==> src/hw/jtag_master_config.svh <==
/* JTAG master configuration
   Bus width, memory size, version and reset walk length */

`ifndef JTAG_MASTER_CONFIG_SVH
`define JTAG_MASTER_CONFIG_SVH

`define JM_ABUSWIDTH 16

// Bytes per scan memory, 8 bits each
`define JM_MEM_BYTES 16

`define JM_VERSION 1

`define JM_RESET_TCKS 5

`endif
==> src/hw/jtag_tap_pkg.sv <==
/* JTAG TAP types
   TAP controller states, scan op codes and the bit address of
   the scan memories */

`default_nettype none
`include "jtag_master_config.svh"

package jtag_tap_pkg;

    // Pause and Exit2 states are never used
    typedef enum logic [3:0] {
        TEST_LOGIC_RESET,
        RUN_TEST_IDLE,
        SELECT_DR_SCAN,
        CAPTURE_DR,
        SHIFT_DR,
        EXIT1_DR,
        UPDATE_DR,
        SELECT_IR_SCAN,
        CAPTURE_IR,
        SHIFT_IR,
        EXIT1_IR,
        UPDATE_IR
    } tap_state_t;

    typedef logic [15:0] op_code_t;

    localparam op_code_t OP_IR_SCAN = 16'd0;
    localparam op_code_t OP_DR_SCAN = 16'd1;  // Anything else scans IR

    typedef logic [$clog2(8 * `JM_MEM_BYTES)-1:0] mem_bit_addr_t;

endpackage

`default_nettype wire

==> src/hw/jtag_bus_pkg.sv <==
/* JTAG master bus types
   Address and data types plus the register map of the byte bus */

`default_nettype none
`include "jtag_master_config.svh"

package jtag_bus_pkg;

    typedef logic [`JM_ABUSWIDTH-1:0] bus_addr_t;
    typedef logic [7:0]               bus_byte_t;
    typedef logic [15:0]              bit_count_t;
    typedef logic [15:0]              word_count_t;

    localparam bus_addr_t ADDR_RESET    = 0;  // Write only, soft reset
    localparam bus_addr_t ADDR_START    = 1;
    localparam bus_addr_t ADDR_BITS_LO  = 3;
    localparam bus_addr_t ADDR_BITS_HI  = 4;
    localparam bus_addr_t ADDR_WORDS_LO = 9;
    localparam bus_addr_t ADDR_WORDS_HI = 10;
    localparam bus_addr_t ADDR_OP_LO    = 11;
    localparam bus_addr_t ADDR_OP_HI    = 12;
    // Shift-out window, capture window follows
    localparam bus_addr_t ADDR_MEM_BASE = 16;

endpackage

`default_nettype wire

==> src/hw/jtag_master_core.sv <==
/* JTAG scan master top
   Register block, scan memories and TAP sequencer on one clock */

`timescale 1ns/1ns
`default_nettype none

module jtag_master_core (
    input  wire                          JTAG_CLK,
    input  wire                          RST_SYNC,
    input  wire jtag_bus_pkg::bus_addr_t bus_add,
    input  wire jtag_bus_pkg::bus_byte_t bus_data_in,
    input  wire                          bus_rd,
    input  wire                          bus_wr,
    output wire jtag_bus_pkg::bus_byte_t bus_data_out,
    input  wire                          tdo,
    output wire                          tck,
    output wire                          tdi,
    output wire                          tms,
    output wire                          sen,
    output wire                          sld
);
    wire                              start;
    wire                              soft_rst;
    wire                              done;
    wire jtag_bus_pkg::bit_count_t    bit_count;
    wire jtag_bus_pkg::word_count_t   word_count;
    wire jtag_tap_pkg::op_code_t      op_code;
    wire jtag_bus_pkg::bus_byte_t     mem_rd_data;
    wire                              mem_rd_hit;
    wire jtag_tap_pkg::mem_bit_addr_t bit_addr;
    wire                              capture_en;
    wire                              shift_bit;

    jtag_master_regs regs0 (
        .JTAG_CLK     (JTAG_CLK),
        .RST_SYNC     (RST_SYNC),
        .bus_add      (bus_add),
        .bus_data_in  (bus_data_in),
        .bus_rd       (bus_rd),
        .bus_wr       (bus_wr),
        .bus_data_out (bus_data_out),
        .mem_rd_data  (mem_rd_data),
        .mem_rd_hit   (mem_rd_hit),
        .done         (done),
        .start        (start),
        .soft_rst     (soft_rst),
        .bit_count    (bit_count),
        .word_count   (word_count),
        .op_code      (op_code)
    );

    jtag_scan_mem mem0 (
        .JTAG_CLK     (JTAG_CLK),
        .bus_add      (bus_add),
        .bus_data_in  (bus_data_in),
        .bus_rd       (bus_rd),
        .bus_wr       (bus_wr),
        .mem_rd_data  (mem_rd_data),
        .mem_rd_hit   (mem_rd_hit),
        .bit_addr     (bit_addr),
        .capture_en   (capture_en),
        .tdo          (tdo),
        .shift_bit    (shift_bit)
    );

    jtag_tap_sequencer seq0 (
        .JTAG_CLK     (JTAG_CLK),
        .RST_SYNC     (RST_SYNC),
        .soft_rst     (soft_rst),
        .start        (start),
        .bit_count    (bit_count),
        .word_count   (word_count),
        .op_code      (op_code),
        .bit_addr     (bit_addr),
        .shift_bit    (shift_bit),
        .capture_en   (capture_en),
        .done         (done),
        .tck          (tck),
        .tdi          (tdi),
        .tms          (tms),
        .sen          (sen),
        .sld          (sld)
    );

endmodule

`default_nettype wire

==> src/hw/jtag_tap_sequencer.sv <==
/* JTAG TAP sequencer
   Walks the TAP through one DR or IR scan per word, drives TMS, TDI
   and the gated TCK, and flags the end of a run or of the reset walk */

`timescale 1ns/1ns
`default_nettype none
`include "jtag_master_config.svh"

module jtag_tap_sequencer (
    input  wire                              JTAG_CLK,
    input  wire                              RST_SYNC,
    input  wire                              soft_rst,
    input  wire                              start,
    input  wire jtag_bus_pkg::bit_count_t    bit_count,
    input  wire jtag_bus_pkg::word_count_t   word_count,
    input  wire jtag_tap_pkg::op_code_t      op_code,
    output jtag_tap_pkg::mem_bit_addr_t      bit_addr,
    input  wire                              shift_bit,
    output logic                             capture_en,
    output logic                             done,
    output wire                              tck,
    output logic                             tdi,
    output logic                             tms,
    output logic                             sen,
    output logic                             sld
);
    localparam int RCNT_W = $clog2(`JM_RESET_TCKS + 1);
    localparam logic [RCNT_W-1:0] RESET_END = RCNT_W'(`JM_RESET_TCKS);

    jtag_tap_pkg::tap_state_t  state;
    jtag_tap_pkg::tap_state_t  next_state;
    logic                      rst;
    logic [RCNT_W-1:0]         reset_cnt;
    jtag_bus_pkg::bit_count_t  bit_cnt;
    jtag_bus_pkg::word_count_t word_cnt;
    logic                      in_shift;
    logic                      in_update;
    logic                      last_bit;
    logic                      last_word;
    logic                      go;
    logic                      sen_int;
    logic                      tms_next;
    logic [1:0]                sen_dly;

    assign rst       = RST_SYNC || soft_rst;  // Soft reset restarts the walk
    assign in_shift  = (state == jtag_tap_pkg::SHIFT_DR) || (state == jtag_tap_pkg::SHIFT_IR);
    assign in_update = (state == jtag_tap_pkg::UPDATE_DR) || (state == jtag_tap_pkg::UPDATE_IR);

    // A zero count behaves like one
    assign last_bit  = ({1'b0, bit_cnt} + 17'd1) >= {1'b0, bit_count};
    assign last_word = ({1'b0, word_cnt} + 17'd1) >= {1'b0, word_count};
    assign go        = start || (word_cnt != '0);  // Next word keeps sen high

    assign bit_addr   = jtag_tap_pkg::mem_bit_addr_t'(word_cnt * bit_count + bit_cnt);
    assign capture_en = in_shift;

    // Next state and the TMS value that takes the TAP there
    always_comb
    begin
        next_state = state;
        tms_next   = 1'b0;
        sen_int    = 1'b1;
        case (state)
            jtag_tap_pkg::TEST_LOGIC_RESET:
            begin
                if (reset_cnt == RESET_END)
                    next_state = jtag_tap_pkg::RUN_TEST_IDLE;
                else
                    tms_next = 1'b1;
            end
            jtag_tap_pkg::RUN_TEST_IDLE:
            begin
                sen_int = go;
                if (go)
                begin
                    next_state = jtag_tap_pkg::SELECT_DR_SCAN;
                    tms_next   = 1'b1;
                end
            end
            jtag_tap_pkg::SELECT_DR_SCAN:
            begin
                if (op_code == jtag_tap_pkg::OP_DR_SCAN)
                    next_state = jtag_tap_pkg::CAPTURE_DR;
                else
                begin
                    next_state = jtag_tap_pkg::SELECT_IR_SCAN;
                    tms_next   = 1'b1;
                end
            end
            jtag_tap_pkg::CAPTURE_DR: next_state = jtag_tap_pkg::SHIFT_DR;
            jtag_tap_pkg::SHIFT_DR:
            begin
                if (last_bit)
                begin
                    next_state = jtag_tap_pkg::EXIT1_DR;
                    tms_next   = 1'b1;
                end
            end
            jtag_tap_pkg::EXIT1_DR:
            begin
                next_state = jtag_tap_pkg::UPDATE_DR;
                tms_next   = 1'b1;
            end
            jtag_tap_pkg::UPDATE_DR:      next_state = jtag_tap_pkg::RUN_TEST_IDLE;
            jtag_tap_pkg::SELECT_IR_SCAN: next_state = jtag_tap_pkg::CAPTURE_IR;
            jtag_tap_pkg::CAPTURE_IR:     next_state = jtag_tap_pkg::SHIFT_IR;
            jtag_tap_pkg::SHIFT_IR:
            begin
                if (last_bit)
                begin
                    next_state = jtag_tap_pkg::EXIT1_IR;
                    tms_next   = 1'b1;
                end
            end
            jtag_tap_pkg::EXIT1_IR:
            begin
                next_state = jtag_tap_pkg::UPDATE_IR;
                tms_next   = 1'b1;
            end
            jtag_tap_pkg::UPDATE_IR:      next_state = jtag_tap_pkg::RUN_TEST_IDLE;
            default:
            begin
                next_state = jtag_tap_pkg::TEST_LOGIC_RESET;
                tms_next   = 1'b1;
            end
        endcase
    end

    always_ff @(posedge JTAG_CLK)
    begin
        if (rst)
        begin
            state     <= jtag_tap_pkg::TEST_LOGIC_RESET;
            reset_cnt <= '0;
            bit_cnt   <= '0;
            word_cnt  <= '0;
            done      <= 1'b0;
            sen_dly   <= '0;
            sld       <= 1'b0;
        end
        else
        begin
            state     <= next_state;
            reset_cnt <= (state == jtag_tap_pkg::TEST_LOGIC_RESET) ?
                         reset_cnt + RCNT_W'(sen) : '0;  // Only clocks that reach the TAP
            bit_cnt   <= in_shift ? bit_cnt + 1'b1 : '0;
            if (in_update)
                word_cnt <= last_word ? '0 : word_cnt + 1'b1;
            done <= ((state == jtag_tap_pkg::TEST_LOGIC_RESET) && (reset_cnt == RESET_END))
                    || (in_update && last_word);
            sen_dly <= {sen_dly[0], sen_int};
            sld     <= sen_dly[1] && !sen_dly[0];  // Falling edge of sen, two cycles late
        end
    end

    // Target samples on rising tck, so drive half a cycle ahead
    always_ff @(negedge JTAG_CLK)
    begin
        if (rst)
        begin
            tms <= 1'b1;
            sen <= 1'b0;
            tdi <= 1'b0;
        end
        else
        begin
            tms <= tms_next;
            sen <= sen_int;
            tdi <= in_shift && shift_bit;
        end
    end

    assign tck = JTAG_CLK & sen;  // sen only moves while the clock is low

endmodule

`default_nettype wire

==> src/hw/jtag_scan_mem.sv <==
/* JTAG scan memories
   Shift-out bits written bytewise from the bus, capture bits written
   from TDO and read back bytewise, MSB of each byte first */

`timescale 1ns/1ns
`default_nettype none
`include "jtag_master_config.svh"

module jtag_scan_mem (
    input  wire                              JTAG_CLK,
    input  wire jtag_bus_pkg::bus_addr_t     bus_add,
    input  wire jtag_bus_pkg::bus_byte_t     bus_data_in,
    input  wire                              bus_rd,
    input  wire                              bus_wr,
    output jtag_bus_pkg::bus_byte_t          mem_rd_data,
    output logic                             mem_rd_hit,
    input  wire jtag_tap_pkg::mem_bit_addr_t bit_addr,
    input  wire                              capture_en,
    input  wire                              tdo,
    output logic                             shift_bit
);
    localparam int BYTE_W = $clog2(`JM_MEM_BYTES);
    localparam jtag_bus_pkg::bus_addr_t OUT_BASE = jtag_bus_pkg::ADDR_MEM_BASE;
    localparam jtag_bus_pkg::bus_addr_t CAP_BASE = OUT_BASE + `JM_MEM_BYTES;
    localparam jtag_bus_pkg::bus_addr_t CAP_END  = CAP_BASE + `JM_MEM_BYTES;

    // Bytes are stored bit reversed so bit k sits at [k/8][k%8]
    jtag_bus_pkg::bus_byte_t out_mem [`JM_MEM_BYTES];
    jtag_bus_pkg::bus_byte_t cap_mem [`JM_MEM_BYTES];

    logic                    out_hit;
    logic                    cap_hit;
    jtag_bus_pkg::bus_addr_t out_off;
    jtag_bus_pkg::bus_addr_t cap_off;
    logic [BYTE_W-1:0]       bit_byte;
    logic [2:0]              bit_pos;
    jtag_bus_pkg::bus_byte_t wr_rev;
    jtag_bus_pkg::bus_byte_t cap_rev;

    assign out_hit = (bus_add >= OUT_BASE) && (bus_add < CAP_BASE);
    assign cap_hit = (bus_add >= CAP_BASE) && (bus_add < CAP_END);
    assign out_off = bus_add - OUT_BASE;
    assign cap_off = bus_add - CAP_BASE;

    assign {bit_byte, bit_pos} = bit_addr;
    assign shift_bit = out_mem[bit_byte][bit_pos];

    always_comb
    begin
        for (int i = 0; i < 8; i++)
        begin
            wr_rev[i]  = bus_data_in[7-i];
            cap_rev[i] = cap_mem[cap_off[BYTE_W-1:0]][7-i];
        end
    end

    always_ff @(posedge JTAG_CLK)
    begin
        if (bus_wr && out_hit)
            out_mem[out_off[BYTE_W-1:0]] <= wr_rev;
        if (capture_en)
            cap_mem[bit_byte][bit_pos] <= tdo;
    end

    // Shift-out window reads back as zero
    always_ff @(posedge JTAG_CLK)
    begin
        if (bus_rd)
        begin
            mem_rd_hit  <= out_hit || cap_hit;
            mem_rd_data <= cap_hit ? cap_rev : '0;
        end
    end

endmodule

`default_nettype wire

==> src/hw/jtag_master_regs.sv <==
/* JTAG master register block
   Holds the scan configuration, turns writes to the reset and start
   addresses into pulses, keeps the done flag and muxes bus read data */

`timescale 1ns/1ns
`default_nettype none
`include "jtag_master_config.svh"

module jtag_master_regs (
    input  wire                              JTAG_CLK,
    input  wire                              RST_SYNC,
    input  wire jtag_bus_pkg::bus_addr_t     bus_add,
    input  wire jtag_bus_pkg::bus_byte_t     bus_data_in,
    input  wire                              bus_rd,
    input  wire                              bus_wr,
    output jtag_bus_pkg::bus_byte_t          bus_data_out,
    input  wire jtag_bus_pkg::bus_byte_t     mem_rd_data,
    input  wire                              mem_rd_hit,
    input  wire                              done,
    output logic                             start,
    output logic                             soft_rst,
    output jtag_bus_pkg::bit_count_t         bit_count,
    output jtag_bus_pkg::word_count_t        word_count,
    output jtag_tap_pkg::op_code_t           op_code
);
    localparam logic [15:0] DEF_BITS  = 16'(8 * `JM_MEM_BYTES);
    localparam logic [15:0] MEM_SIZE  = 16'(`JM_MEM_BYTES);
    localparam logic [7:0]  VERSION   = 8'(`JM_VERSION);

    jtag_bus_pkg::bus_byte_t reg_file [16];
    jtag_bus_pkg::bus_byte_t rd_data;
    logic                    reg_hit;
    logic                    reset_req;
    logic                    start_req;
    logic                    done_flag;

    assign reg_hit   = (bus_add < 16);
    assign reset_req = bus_wr && (bus_add == jtag_bus_pkg::ADDR_RESET);
    assign start_req = bus_wr && (bus_add == jtag_bus_pkg::ADDR_START);

    always_ff @(posedge JTAG_CLK)
    begin
        if (RST_SYNC || reset_req)
        begin
            for (int i = 0; i < 16; i++)
            begin
                reg_file[i] <= '0;
            end
            reg_file[jtag_bus_pkg::ADDR_BITS_LO[3:0]]  <= DEF_BITS[7:0];
            reg_file[jtag_bus_pkg::ADDR_BITS_HI[3:0]]  <= DEF_BITS[15:8];
            reg_file[jtag_bus_pkg::ADDR_WORDS_LO[3:0]] <= 8'd1;
            reg_file[jtag_bus_pkg::ADDR_OP_LO[3:0]]    <= jtag_tap_pkg::OP_IR_SCAN[7:0];
            reg_file[jtag_bus_pkg::ADDR_OP_HI[3:0]]    <= jtag_tap_pkg::OP_IR_SCAN[15:8];
        end
        else if (bus_wr && reg_hit)
        begin
            reg_file[bus_add[3:0]] <= bus_data_in;
        end
    end

    // Pulses land one cycle after the write
    always_ff @(posedge JTAG_CLK)
    begin
        if (RST_SYNC)
        begin
            start    <= 1'b0;
            soft_rst <= 1'b0;
        end
        else
        begin
            start    <= start_req;
            soft_rst <= reset_req;
        end
    end

    always_ff @(posedge JTAG_CLK)
    begin
        if (RST_SYNC || reset_req || start_req)
            done_flag <= 1'b0;  // Cleared as soon as a run is requested
        else if (done)
            done_flag <= 1'b1;
    end

    always_ff @(posedge JTAG_CLK)
    begin
        if (bus_rd)
        begin
            case (bus_add)
                16'd0:   rd_data <= VERSION;
                16'd1:   rd_data <= {7'b0, done_flag};
                16'd14:  rd_data <= MEM_SIZE[7:0];
                16'd15:  rd_data <= MEM_SIZE[15:8];
                default: rd_data <= reg_hit ? reg_file[bus_add[3:0]] : '0;
            endcase
        end
    end

    assign bus_data_out = mem_rd_hit ? mem_rd_data : rd_data;

    assign bit_count  = {reg_file[jtag_bus_pkg::ADDR_BITS_HI[3:0]],
                         reg_file[jtag_bus_pkg::ADDR_BITS_LO[3:0]]};
    assign word_count = {reg_file[jtag_bus_pkg::ADDR_WORDS_HI[3:0]],
                         reg_file[jtag_bus_pkg::ADDR_WORDS_LO[3:0]]};
    assign op_code    = {reg_file[jtag_bus_pkg::ADDR_OP_HI[3:0]],
                         reg_file[jtag_bus_pkg::ADDR_OP_LO[3:0]]};

endmodule

`default_nettype wire

==> config.mk <==
export PLATFORM = sky130hd
export DESIGN_NAME = jtag_master_core
export DESIGN_NICKNAME = d
export VERILOG_FILES = /design/src/hw/jtag_tap_pkg.sv /design/src/hw/jtag_bus_pkg.sv /design/src/hw/jtag_master_core.sv /design/src/hw/jtag_tap_sequencer.sv /design/src/hw/jtag_scan_mem.sv /design/src/hw/jtag_master_regs.sv
export VERILOG_INCLUDE_DIRS = /design/src /design/src/hw
export SDC_FILE = /design/constraint.sdc
export NUM_CORES = 1
export LEC_CHECK = 0
export BUFFER_PORTS_ARGS = -buffer_cell sky130_fd_sc_hd__buf_2
export CORE_MARGIN = 2
export CORE_UTILIZATION = 50
export CTS_CLUSTER_SIZE = 8
export DETAILED_ROUTE_END_ITERATION = 7
export HOLD_SLACK_MARGIN = 0.05
export PLACE_DENSITY = 0.65
export SKIP_LAST_GASP = 1
export SYNTH_ARGS = -nofsm -noshare
export SYNTH_HDL_FRONTEND = slang
export SYNTH_SLANG_ARGS = --single-unit
==> constraint.sdc <==
create_clock -name JTAG_CLK -period 7.8 [get_ports JTAG_CLK]
set_clock_uncertainty 0.1 [all_clocks]
set_input_delay 0 -clock JTAG_CLK [delete_from_list [all_inputs] [get_ports JTAG_CLK]]
set_output_delay 0 -clock JTAG_CLK [all_outputs]
set_load 0.02 [all_outputs]
==> results.py, run 1 <==
metrics = {
    "placed_design": {
        "routabilityCongestion": 0.850,
        "portBuffers": 41,
        "dp_hpwl_mm": 33.1,
    },
    "worst_hold_path": {
        "min_path_type": "input port to flop",
    },
    "drt": {
        "antenna_left": 0,
        "drt_wl_total_mm": 50.8,
        "vias_per_cell": 5.83,
        "first_iter_violations": 1049,
        "wl_per_cell_microns": 22.9,
        "vias": 12900,
        "first_pass_iters": 5,
        "post-route-drc-count": 0,
    },
    "grt": {
        "grt-ovfl-total": 0,
        "grt_first_pass_wirelength_mm": 78.1,
        "antenna_found_initial": 0,
        "grt_pass1_vias": 13100,
        "track_usage_pct": 24.1,
        "grt_start_max_net_pins": 129,
    },
    "yosys": {
        "synth-simple-area-share_pct": 13.7,
        "postSynthAreaPerCell_sq_um": 14.1,
        "synth.ff_latch_count": 445,
        "synth_ff_type": "edfxtp_1",
        "async_flop_share_pct": 0,
        "synth_top_family_by_area": "simple AND/OR/NAND/NOR gates",
        "ys_seq_area_share_pct": 61.1,
        "yosysUniqueCellTypes": 59,
        "synth-adder-area-share_pct": 4.29,
        "yosys.area.top_type": "edfxtp_1",
        "synth_edf_count": 396,
        "yosysTopAreaCellShare_pct": 56.5,
        "syn_area_sq_mm": 0.0211,
        "synth.area.mux_share_pct": 13.0,
        "ys_top_cells_by_area": "edfxtp_1 (56%), mux4_2 (12%), dfxtp_1 (4.7%)",
        "postSynthCellCount": 1497,
        "synth-xor-area-share_pct": 2.73,
        "ys_warn_count": 0,
        "synth_compound_area_share_pct": 2.28,
    },
    "sta": {
        "setup_violations": 1,
        "tightest_slew_ns": 1.13,
        "slew_headroom_pct": 24.1,
        "slew_violations": 0,
        "hold_viol_final": 0,
        "timing.final.ws_setup_ns": -0.962,
        "setup-tns-final_ns": -0.962,
        "rsz0062_at_grt": "true",
        "timing.hold.ws_ns": 0.127,
    },
    "critical_path": {
        "path_buf_inv": 5,
        "cp_top_family": "adder cells",
        "cp_max_fo": 5,
        "cp_common_cell": "inv_1",
        "slowest_delay_ns": 0.56,
        "cp_data_required_time_ns": 4.47,
        "worstSetupEndpointType": "flop",
        "start_kind": "flop",
        "slowest_stage": "fa_2",
        "critical_path_class": "flop to flop",
        "critPathArrivalTime_ns": 5.43,
        "crit_chain": "buf_4, nand2_1, fa_2, fa_1, inv_1, fa_1, inv_1, fa_2, inv_1, ha_4, a21oi_2, xnor3_2, buf_12, nand2_2, o221ai_2, mux4_2, a2111oi_4",
    },
    "floorplanning": {
        "ios": 42,
        "die_h_microns": 209,
        "initial_core_util_pct": 50.4,
        "rows": 75,
        "coreArea_sq_mm": 0.0418,
        "dieArea_sq_mm": 0.0438,
        "die_w_microns": 209,
    },
    "cts": {
        "worstSkewPairLatency_ns": 0.76,
        "cts_tree": "done",
        "clkTransAtPathRegs_ns": 0.06,
    },
    "power_and_ir_drop": {
        "vdd_drop_max_v": 0.000189,
        "p_leak_nw": 8.88,
        "power_w": 0.00551,
        "power.density_mw_per_mm2": 223,
    },
    "run_status": {
        "status": "finished, violations left",
        "violations": "negative setup slack",
    },
    "final_layout": {
        "nNetsFinal": 1731,
        "insertedDiodeCount": 0,
        "fin_util_pct": 59.1,
        "drive_gt1_share_pct": 21.5,
        "synthToLayoutAreaGrowth_pct": 17.2,
    },
    "run": {
        "drv_cap": 0,
    },
}
==> stage by stage <==
step | worst slack (ns) | cells | area, sq um
final | -0.962 | 2216 | 24700
after global routing | -1.13 | 2216 | 24700
after CTS | -0.898 | 2216 | 24700
after detailed placement | -1.02 | 2068 | 22300
after global placement | -0.923 | 2068 | 22300
after floorplan | -0.754 | 1503 | 21200
==> cell type report <==
type,count,area [sq um]
Tap cell,539,674
Sequential cell,445,12900
Clock inverter,7,68.8
Timing Repair Buffer,148,1270
Inverter,63,236
Multi-Input combinational cell,911,7780
Clock buffer,103,1770
Fill cell,3228,17100
==> worst register-to-register path: cells and delay by family (launching register included) <==
family	cells	cell delay, ns
AO/OA/AOI/OAI	3	0.59
XOR/XNOR	1	0.47
adder cells (fa/ha/maj)	5	2.09
buffers and inverters	5	0.49
flip-flops	1	0.37
multiplexers	1	0.52
AND/OR/NAND/NOR	2	0.19
==> worst paths after layout <==
check / startpoint / to / slack (ns) / depth (start not counted)
max: regs0.reg_file[3][1]$_SDFFCE_PN0P_ / seq0.tdi$_SDFF_NP0_ / -0.96 / 17
min: bus_add[12] / mem0.mem_rd_data[0]$_SDFFCE_PN0P_ / 0.13 / 5
max reg2reg: regs0.reg_file[3][1]$_SDFFCE_PN0P_ / seq0.tdi$_SDFF_NP0_ / -0.96 / 17
min reg2reg: seq0.sen_dly[0]$_SDFF_PP0_ / seq0.sld$_SDFF_PP0_ / 0.32 / 1
==> routing by layer <==
layer  track usage [%]  vias to the layer above  part of all wire (%)
met2              36.7                      516                    46
met1              34.8                     6496                    44
li1                  -                     5798                     -
met4              7.54                        0                   2.5
met3              5.29                      102                   7.5
met5                 0                        -                     0
==> cell families after synthesis <==
logic type	count (synthesis)
simple gates	573
buf+inv	147
flops	445
compound gates	71
other cells	1
fa+ha+maj	65
mux	135
xor+xnor	60
==> flip-flops by register name, summed over array words and instances, names as in the netlist <==
register	flops
seq0.sen	1
seq0.bit_cnt	16
seq0.sld	1
mem0.mem_rd_hit	1
regs0.soft_rst	1
seq0.sen_dly	2
mem0.mem_rd_data	8
mem0.out_mem	128
seq0.word_cnt	16
mem0.cap_mem	128
seq0.state	4
regs0.reg_file	123
regs0.start	1
regs0.rd_data	8
regs0.done_flag	1
seq0.done	1
seq0.reset_cnt	3
seq0.tms	1
seq0.tdi	1
==> cell usage after synthesis, drive strengths merged, types with 16 or more instances <==
cell type / n
edfxtp: 396
nor2: 198
and2: 124
mux4: 110
inv: 64
clkbuf: 61
nand2: 59
ha: 53
dfxtp: 49
and3: 36
xor2: 34
nor3: 32
nand3: 29
xnor2: 23
buf: 22
nand2b: 21
a21oi: 19
nor2b: 19
nand4: 16
nor4: 16
==> report_power, final <==
group | internal (W) | switching [W]
logic | 0.000120 | 0.000175
registers | 0.00264 | 0.0000338
clock network | 0.00153 | 0.00100
total | 0.00429 | 0.00121
==> layout by cell type, fill, tap and decap left out, drive strengths merged, types with 13 or more instances in the layout <==
| cell type | n |
|---|---|
| nand2 | 59 |
| xnor2 | 23 |
| and3 | 36 |
| nand4 | 16 |
| and2 | 124 |
| dlygate4sd3 | 24 |
| nor2 | 198 |
| a21oi | 19 |
| nor2b | 19 |
| inv | 67 |
| mux2 | 13 |
| buf | 125 |
| edfxtp | 396 |
| clkbuf | 102 |
| nor3 | 32 |
| nand3 | 29 |
| nand2b | 21 |
| nor4 | 16 |
| dfxtp | 49 |
| ha | 53 |
| xor2 | 34 |
| mux4 | 110 |
==> what timing repair did <==
item                       in CTS  in global routing
setup endpoints to repair       1                  1
resized for setup              36                  0
pin swaps                      15                  1
hold endpoints to repair      615                  0
hold buffers                   24                  0
cloned                          3                  0
setup buffers                  13                  0
Note: power is estimated with default switching activity, not from simulation.
==> inputs of run 2 (changes only) <==
--- a/config.mk
+++ b/config.mk
@@ -9,6 +9,7 @@
 export BUFFER_PORTS_ARGS = -buffer_cell sky130_fd_sc_hd__buf_2
 export CORE_MARGIN = 2
 export CORE_UTILIZATION = 50
+export CTS_CLUSTER_DIAMETER = 200
 export CTS_CLUSTER_SIZE = 8
 export DETAILED_ROUTE_END_ITERATION = 7
 export HOLD_SLACK_MARGIN = 0.05
==> constraint.sdc (replaced) <==
create_clock -name JTAG_CLK -period 7.8 [get_ports JTAG_CLK]
set_clock_uncertainty 0.1 [all_clocks]
set_input_delay 0.78 -clock JTAG_CLK [delete_from_list [all_inputs] [get_ports JTAG_CLK]]
set_output_delay 0.78 -clock JTAG_CLK [all_outputs]
set_load 0.02 [all_outputs]
==> run 2 against run 1 <==
  * The flow still finishes with violations (negative setup slack)
  * Sequential power is essentially flat
  * Core utilization shrank 0.53 points
  * Combinational power shrank 3%
  * Critical path depth is the same
  * Global-route usage shrank 0.13 points
  * Critical endpoint unchanged
  * Largest cell class unchanged
  * Largest power group unchanged
==> results.py, run 2 (synthesis gave the netlist of run 1 again) <==
metrics = {
    "final_layout": {
        "nNetsFinal": 1708,
        "multi_input_area_sq_mm": 0.00779,
        "mostFrequentLayoutCells": "edfxtp_1 (396), nor2_1 (196), and2_1 (124)",
        "seqCellArea_sq_mm": 0.0129,
        "fill_cells": 3223,
        "final_cell_area_sq_mm": 0.0245,
        "layout_commonest_cell": "edfxtp_1",
        "insertedDiodeCount": 0,
        "synthToLayoutAreaGrowth_pct": 16.2,
        "drive_gt1_share_pct": 21.9,
    },
    "grt": {
        "grt-ovfl-total": 0,
        "grt_first_pass_wirelength_mm": 77.7,
        "grt_pass1_vias": 13000,
        "track_usage_pct": 23.9,
        "antenna_found_initial": 0,
        "grt_start_max_net_pins": 129,
    },
    "sta": {
        "setup_violations": 1,
        "rsz0062_at_grt": "true",
        "slew_violations": 0,
        "tightest_slew_ns": 1.13,
        "timing.final.ws_setup_ns": -0.937,
        "hold_viol_final": 0,
        "slew_headroom_pct": 23.9,
    },
    "cts": {
        "cts_tree": "done",
        "clkTransAtPathRegs_ns": 0.05,
        "worstSkewPairLatency_ns": 0.75,
        "holdBufCountCts": 0,
    },
    "drt": {
        "first_iter_violations": 1143,
        "vias_per_cell": 5.83,
        "wl_per_cell_microns": 23.0,
        "vias": 12800,
        "first_pass_iters": 5,
        "drt_wl_total_mm": 50.4,
        "antenna_left": 0,
        "post-route-drc-count": 0,
    },
    "power_and_ir_drop": {
        "p_leak_nw": 8.80,
        "p_sw_share_pct": 21.9,
        "power.density_mw_per_mm2": 225,
        "p_comb_share_pct": 5.2,
        "p_int_w": 0.00429,
        "vdd_drop_max_v": 0.000170,
        "switchingPower_w": 0.00121,
        "clockPowerShare_pct": 46.1,
        "seq_power_share_pct": 48.7,
    },
    "worst_hold_path": {
        "hold_path_end": "seq0.sld$_SDFF_PP0_",
        "hp-start": "seq0.sen_dly[0]$_SDFF_PP0_",
        "min_path_type": "flop to flop",
        "whs_path_depth": 1,
    },
    "placed_design": {
        "place_area_sq_mm": 0.0223,
        "dp_hpwl_mm": 33.1,
        "portBuffers": 41,
        "routabilityCongestion": 0.850,
        "post-place-ws_ns": -1.02,
    },
    "critical_path": {
        "worstSetupEndpointType": "flop",
        "critical_path_class": "flop to flop",
        "cp_max_fo": 5,
        "critPathArrivalTime_ns": 5.41,
        "reg2reg_depth": 17,
        "cp_data_required_time_ns": 4.47,
        "start_kind": "flop",
        "reg2reg_to": "seq0.tdi$_SDFF_NP0_",
        "reg2reg_slack_ns": -0.94,
        "r2r_start": "regs0.reg_file[3][1]$_SDFFCE_PN0P_",
    },
    "floorplanning": {
        "coreArea_sq_mm": 0.0418,
        "ios": 42,
        "die_w_microns": 209,
        "die_h_microns": 209,
        "rows": 75,
        "dieArea_sq_mm": 0.0438,
        "initial_core_util_pct": 50.4,
    },
    "run": {
        "drv_cap": 0,
    },
    "run_status": {
        "violations": "negative setup slack",
        "status": "finished, violations left",
    },
}
run 2: area by class of cell:
type                            instances  share of cell area [%]
Timing Repair Buffer                  125                    4.23
Inverter                               63                   0.967
Clock buffer                          106                    7.29
Tap cell                              539                    2.76
Clock inverter                          6                   0.271
Sequential cell                       445                    52.6
Multi-Input combinational cell        911                    31.8
run 2: power groups by stage:
stage               sequential (W)  combinational, W   clock [W]
floorplan                  0.00271          0.000178  0.00000933
global placement           0.00272          0.000279   0.0000113
detailed placement         0.00272          0.000284   0.0000113
CTS                        0.00268          0.000288     0.00257
global route               0.00268          0.000311     0.00268
finish                     0.00268          0.000287     0.00254
run 2: routing by layer:
layer	vias to the layer above	track usage [%]	part of all wire [%]
met1	6451	35.0	44
met4	0	8.47	2.6
met5	-	0	0
met2	490	36.3	46
met3	92	4.43	7.3
li1	5758	-	-
run 2: worst max-delay path by stage:
| stage | start | to | slack (ns) | depth (start not counted) |
|---|---|---|---|---|
| finish | regs0.reg_file[3][1]$_SDFFCE_PN0P_ | seq0.tdi$_SDFF_NP0_ | -0.94 | 17 |
| global route | regs0.reg_file[3][1]$_SDFFCE_PN0P_ | seq0.tdi$_SDFF_NP0_ | -1.10 | 17 |
| CTS | regs0.reg_file[3][1]$_SDFFCE_PN0P_ | seq0.tdi$_SDFF_NP0_ | -0.90 | 16 |
| detailed placement | regs0.reg_file[3][3]$_SDFFCE_PN0P_ | seq0.tdi$_SDFF_NP0_ | -1.02 | 14 |
| global placement | regs0.reg_file[3][3]$_SDFFCE_PN0P_ | seq0.tdi$_SDFF_NP0_ | -0.92 | 14 |
| floorplan | regs0.reg_file[3][1]$_SDFFCE_PN0P_ | seq0.tdi$_SDFF_NP0_ | -0.75 | 19 |
run 2: stage by stage:
stage	utilization, %	total power, W	setup TNS (ns)	std cells	hold WS, ns
after floorplan	-	0.00289	-0.754	1503	0.289
after global placement	53.3	0.00301	-0.923	2068	0.326
after detailed placement	53.3	0.00302	-1.02	2068	0.327
after CTS	58.6	0.00554	-0.897	2195	0.335
after global routing	58.6	0.00567	-1.10	2195	0.354
final	58.6	0.00550	-0.937	2195	0.321
run 2: what timing repair did:
action                     4_1_cts  5_1_grt
resized for setup               37        0
cloned                           3        0
buffers inserted                14        0
setup endpoints to repair        1        1
pin swaps                       15        2
run 2: critical path, cell delays in order, from the launching register on:
cell and delay [ns]:
edfxtp_1 0.36, buf_4 0.13, nand2_1 0.07, fa_2 0.35, fa_1 0.49, inv_1 0.05, fa_1 0.47, inv_1 0.06
fa_2 0.56, inv_1 0.06, ha_4 0.22, a21oi_2 0.15, xnor3_2 0.47, buf_12 0.20, nand2_2 0.12, o221ai_2 0.12
mux4_2 0.51, a2111oi_4 0.29
==> inputs of run 3 (changes only) <==
--- a/config.mk
+++ b/config.mk
@@ -13,7 +13,7 @@
 export CTS_CLUSTER_SIZE = 8
 export DETAILED_ROUTE_END_ITERATION = 7
 export HOLD_SLACK_MARGIN = 0.05
-export PLACE_DENSITY = 0.65
+export PLACE_DENSITY = 0.66
 export SKIP_LAST_GASP = 1
 export SYNTH_ARGS = -nofsm -noshare
 export SYNTH_HDL_FRONTEND = slang
==> constraint.sdc (replaced) <==
create_clock -name JTAG_CLK -period 7.8 [get_ports JTAG_CLK]
set_clock_uncertainty 0.1 [all_clocks]
set_input_delay 0.78 -clock JTAG_CLK [delete_from_list [all_inputs] [get_ports JTAG_CLK]]
set_output_delay 0.78 -clock JTAG_CLK [all_outputs]
set_load 0.1 [all_outputs]
==> run 3 against run 2 <==
  * The run still ends with negative setup slack left
  * Count of clock-buffer cells in the layout is 1 lower
  * Via count down 0.60%
  * Sequential power hardly changed
  * Global-route usage rose by 0.33 points
  * Final area fell by 0.48%
  * Wire length grew 0.65%
  * Critical path type unchanged
  * Register-to-register slack is essentially flat
  * Hold slack worse by 0.0071 ns
  * Clock power about the same
==> results.py, run 3 (synthesis gave the netlist of run 1 again) <==
metrics = {
    "grt": {
        "track_usage_pct": 24.3,
        "grt_start_max_net_pins": 129,
        "antenna_found_initial": 0,
        "grt_pass1_vias": 12900,
        "grt-ovfl-total": 0,
        "grt_first_pass_wirelength_mm": 78.6,
    },
    "placed_design": {
        "dp_hpwl_mm": 33.1,
        "routabilityCongestion": 0.863,
        "dp_cells": 2066,
        "portBuffers": 41,
    },
    "worst_hold_path": {
        "hold_path_end": "seq0.sld$_SDFF_PP0_",
        "min_path_type": "flop to flop",
        "whs_path_depth": 1,
        "hp-start": "seq0.sen_dly[0]$_SDFF_PP0_",
    },
    "drt": {
        "vias": 12700,
        "wl_per_cell_microns": 23.1,
        "highest_layer": "met4",
        "post-route-drc-count": 0,
        "vias_per_cell": 5.80,
        "drt_wl_total_mm": 50.7,
        "route.met3.wl_mm": 3.75,
        "antenna_left": 0,
        "first_iter_violations": 1391,
        "route.met2.wl_mm": 23.9,
        "wl_met1_mm": 21.8,
        "first_pass_iters": 7,
    },
    "critical_path": {
        "critPathArrivalTime_ns": 5.41,
        "reg2reg_depth": 17,
        "start_kind": "flop",
        "cp_max_fo": 8,
        "reg2reg_to": "seq0.tdi$_SDFF_NP0_",
        "worstSetupEndpointType": "flop",
        "critical_path_class": "flop to flop",
        "r2r_start": "regs0.reg_file[3][2]$_SDFFCE_PN0P_",
        "crit_start": "regs0.reg_file[3][2]$_SDFFCE_PN0P_",
        "cp_data_required_time_ns": 4.46,
        "reg2reg_slack_ns": -0.95,
    },
    "final_layout": {
        "fill_cells": 3217,
        "nNetsFinal": 1706,
        "layout_commonest_cell": "edfxtp_1",
        "fin_util_pct": 58.3,
        "mostFrequentLayoutCells": "edfxtp_1 (396), nor2_1 (196), and2_1 (124)",
        "insertedDiodeCount": 0,
        "drive_gt1_share_pct": 21.9,
        "synthToLayoutAreaGrowth_pct": 15.6,
        "instances_no_fill": 2192,
    },
    "sta": {
        "slew_headroom_pct": 26.0,
        "rsz0062_at_grt": "true",
        "setup_violations": 1,
        "hold_viol_final": 0,
        "timing.final.ws_setup_ns": -0.951,
        "setup-tns-final_ns": -0.951,
        "timing.hold.ws_ns": 0.314,
        "tightest_slew_ns": 1.11,
        "slew_violations": 0,
    },
    "power_and_ir_drop": {
        "p_comb_share_pct": 5.7,
        "switchingPower_w": 0.00124,
        "clockPowerShare_pct": 45.9,
        "vdd_drop_max_v": 0.000173,
        "p_sw_share_pct": 22.5,
        "power.density_mw_per_mm2": 227,
        "p_leak_nw": 8.75,
        "seq_power_share_pct": 48.4,
        "p_int_w": 0.00429,
    },
    "floorplanning": {
        "rows": 75,
        "ios": 42,
        "initial_core_util_pct": 50.4,
        "coreArea_sq_mm": 0.0418,
        "die_w_microns": 209,
        "die_h_microns": 209,
        "dieArea_sq_mm": 0.0438,
    },
    "cts": {
        "clkTransAtPathRegs_ns": 0.05,
        "worstSkewPairLatency_ns": 0.77,
        "holdBufCountCts": 0,
        "cts_tree": "done",
    },
    "run_status": {
        "violations": "negative setup slack",
        "status": "finished, violations left",
    },
    "run": {
        "drv_cap": 0,
    },
}
[run 3: changes by cell type in the layout (fill, tap and decap cells not counted), moves of 3 or more]
cell     delta
buf_12      -3
buf_16      -3
buf_4       +3
nand2_1     -3
nand2_2     +3
[run 3: final cells by class]
class | instances | area, sq um | share of cell area (%)
multi-input combinational | 912 | 7810 | 32.1
timing repair buffer | 122 | 908 | 3.73
inverter | 63 | 239 | 0.982
tap | 539 | 674 | 2.77
sequential | 445 | 12900 | 52.9
clock buffer | 105 | 1780 | 7.30
clock inverter | 6 | 55.1 | 0.226
[run 3: power by group through the flow]
stage,Clock [W],Sequential [W],Combinational [W]
final,0.00254,0.00268,0.000315
after global routing,0.00267,0.00268,0.000340
after CTS,0.00258,0.00268,0.000318
after detailed placement,0.0000285,0.00272,0.000314
after global placement,0.0000285,0.00272,0.000309
after floorplan,0.0000277,0.00272,0.000191
[run 3: worst max-delay path: stages, from the launching register on]
cell and delay (ns):
edfxtp_1 0.46, buf_6 0.16, nand2_1 0.08, fa_1 0.42, inv_2 0.08, ha_4 0.19
fa_1 0.55, inv_2 0.05, fa_2 0.35, xor2_1 0.15, xnor3_1 0.23, xnor3_2 0.26
xnor3_2 0.52, buf_6 0.19, nand2_2 0.06, o221ai_1 0.09, mux4_2 0.50, a2111oi_4 0.33
[run 3: what timing repair did]
item	CTS	global route
buffers inserted	8	7
pin swaps	17	12
resized for setup	29	7
endpoints found under the setup margin	1	1
gates cloned	2	0
[run 3: metrics by stage]
stage               power (W)  area (sq um)  worst slack [ns]
floorplan             0.00294         21200            -0.754
CTS                   0.00557         24300            -0.943
detailed placement    0.00307         22200             -1.08
global route          0.00570         24300             -1.14
finish                0.00553         24300            -0.951
global placement      0.00306         22200            -0.951
[run 3: worst max path at each step]
| stage | endpoint | slack [ns] |
|---|---|---|
| floorplan | seq0.tdi$_SDFF_NP0_ | -0.75 |
| global placement | seq0.tdi$_SDFF_NP0_ | -0.95 |
| detailed placement | seq0.tdi$_SDFF_NP0_ | -1.08 |
| CTS | seq0.tdi$_SDFF_NP0_ | -0.94 |
| global route | seq0.tdi$_SDFF_NP0_ | -1.14 |
| finish | seq0.tdi$_SDFF_NP0_ | -0.95 |
[run 3: metal layers]
metal  track usage, %  vias up
met3             4.73       81
met4             8.45        0
li1                 -     5755
met2             37.7      485
met1             34.6     6393
met5                0        -
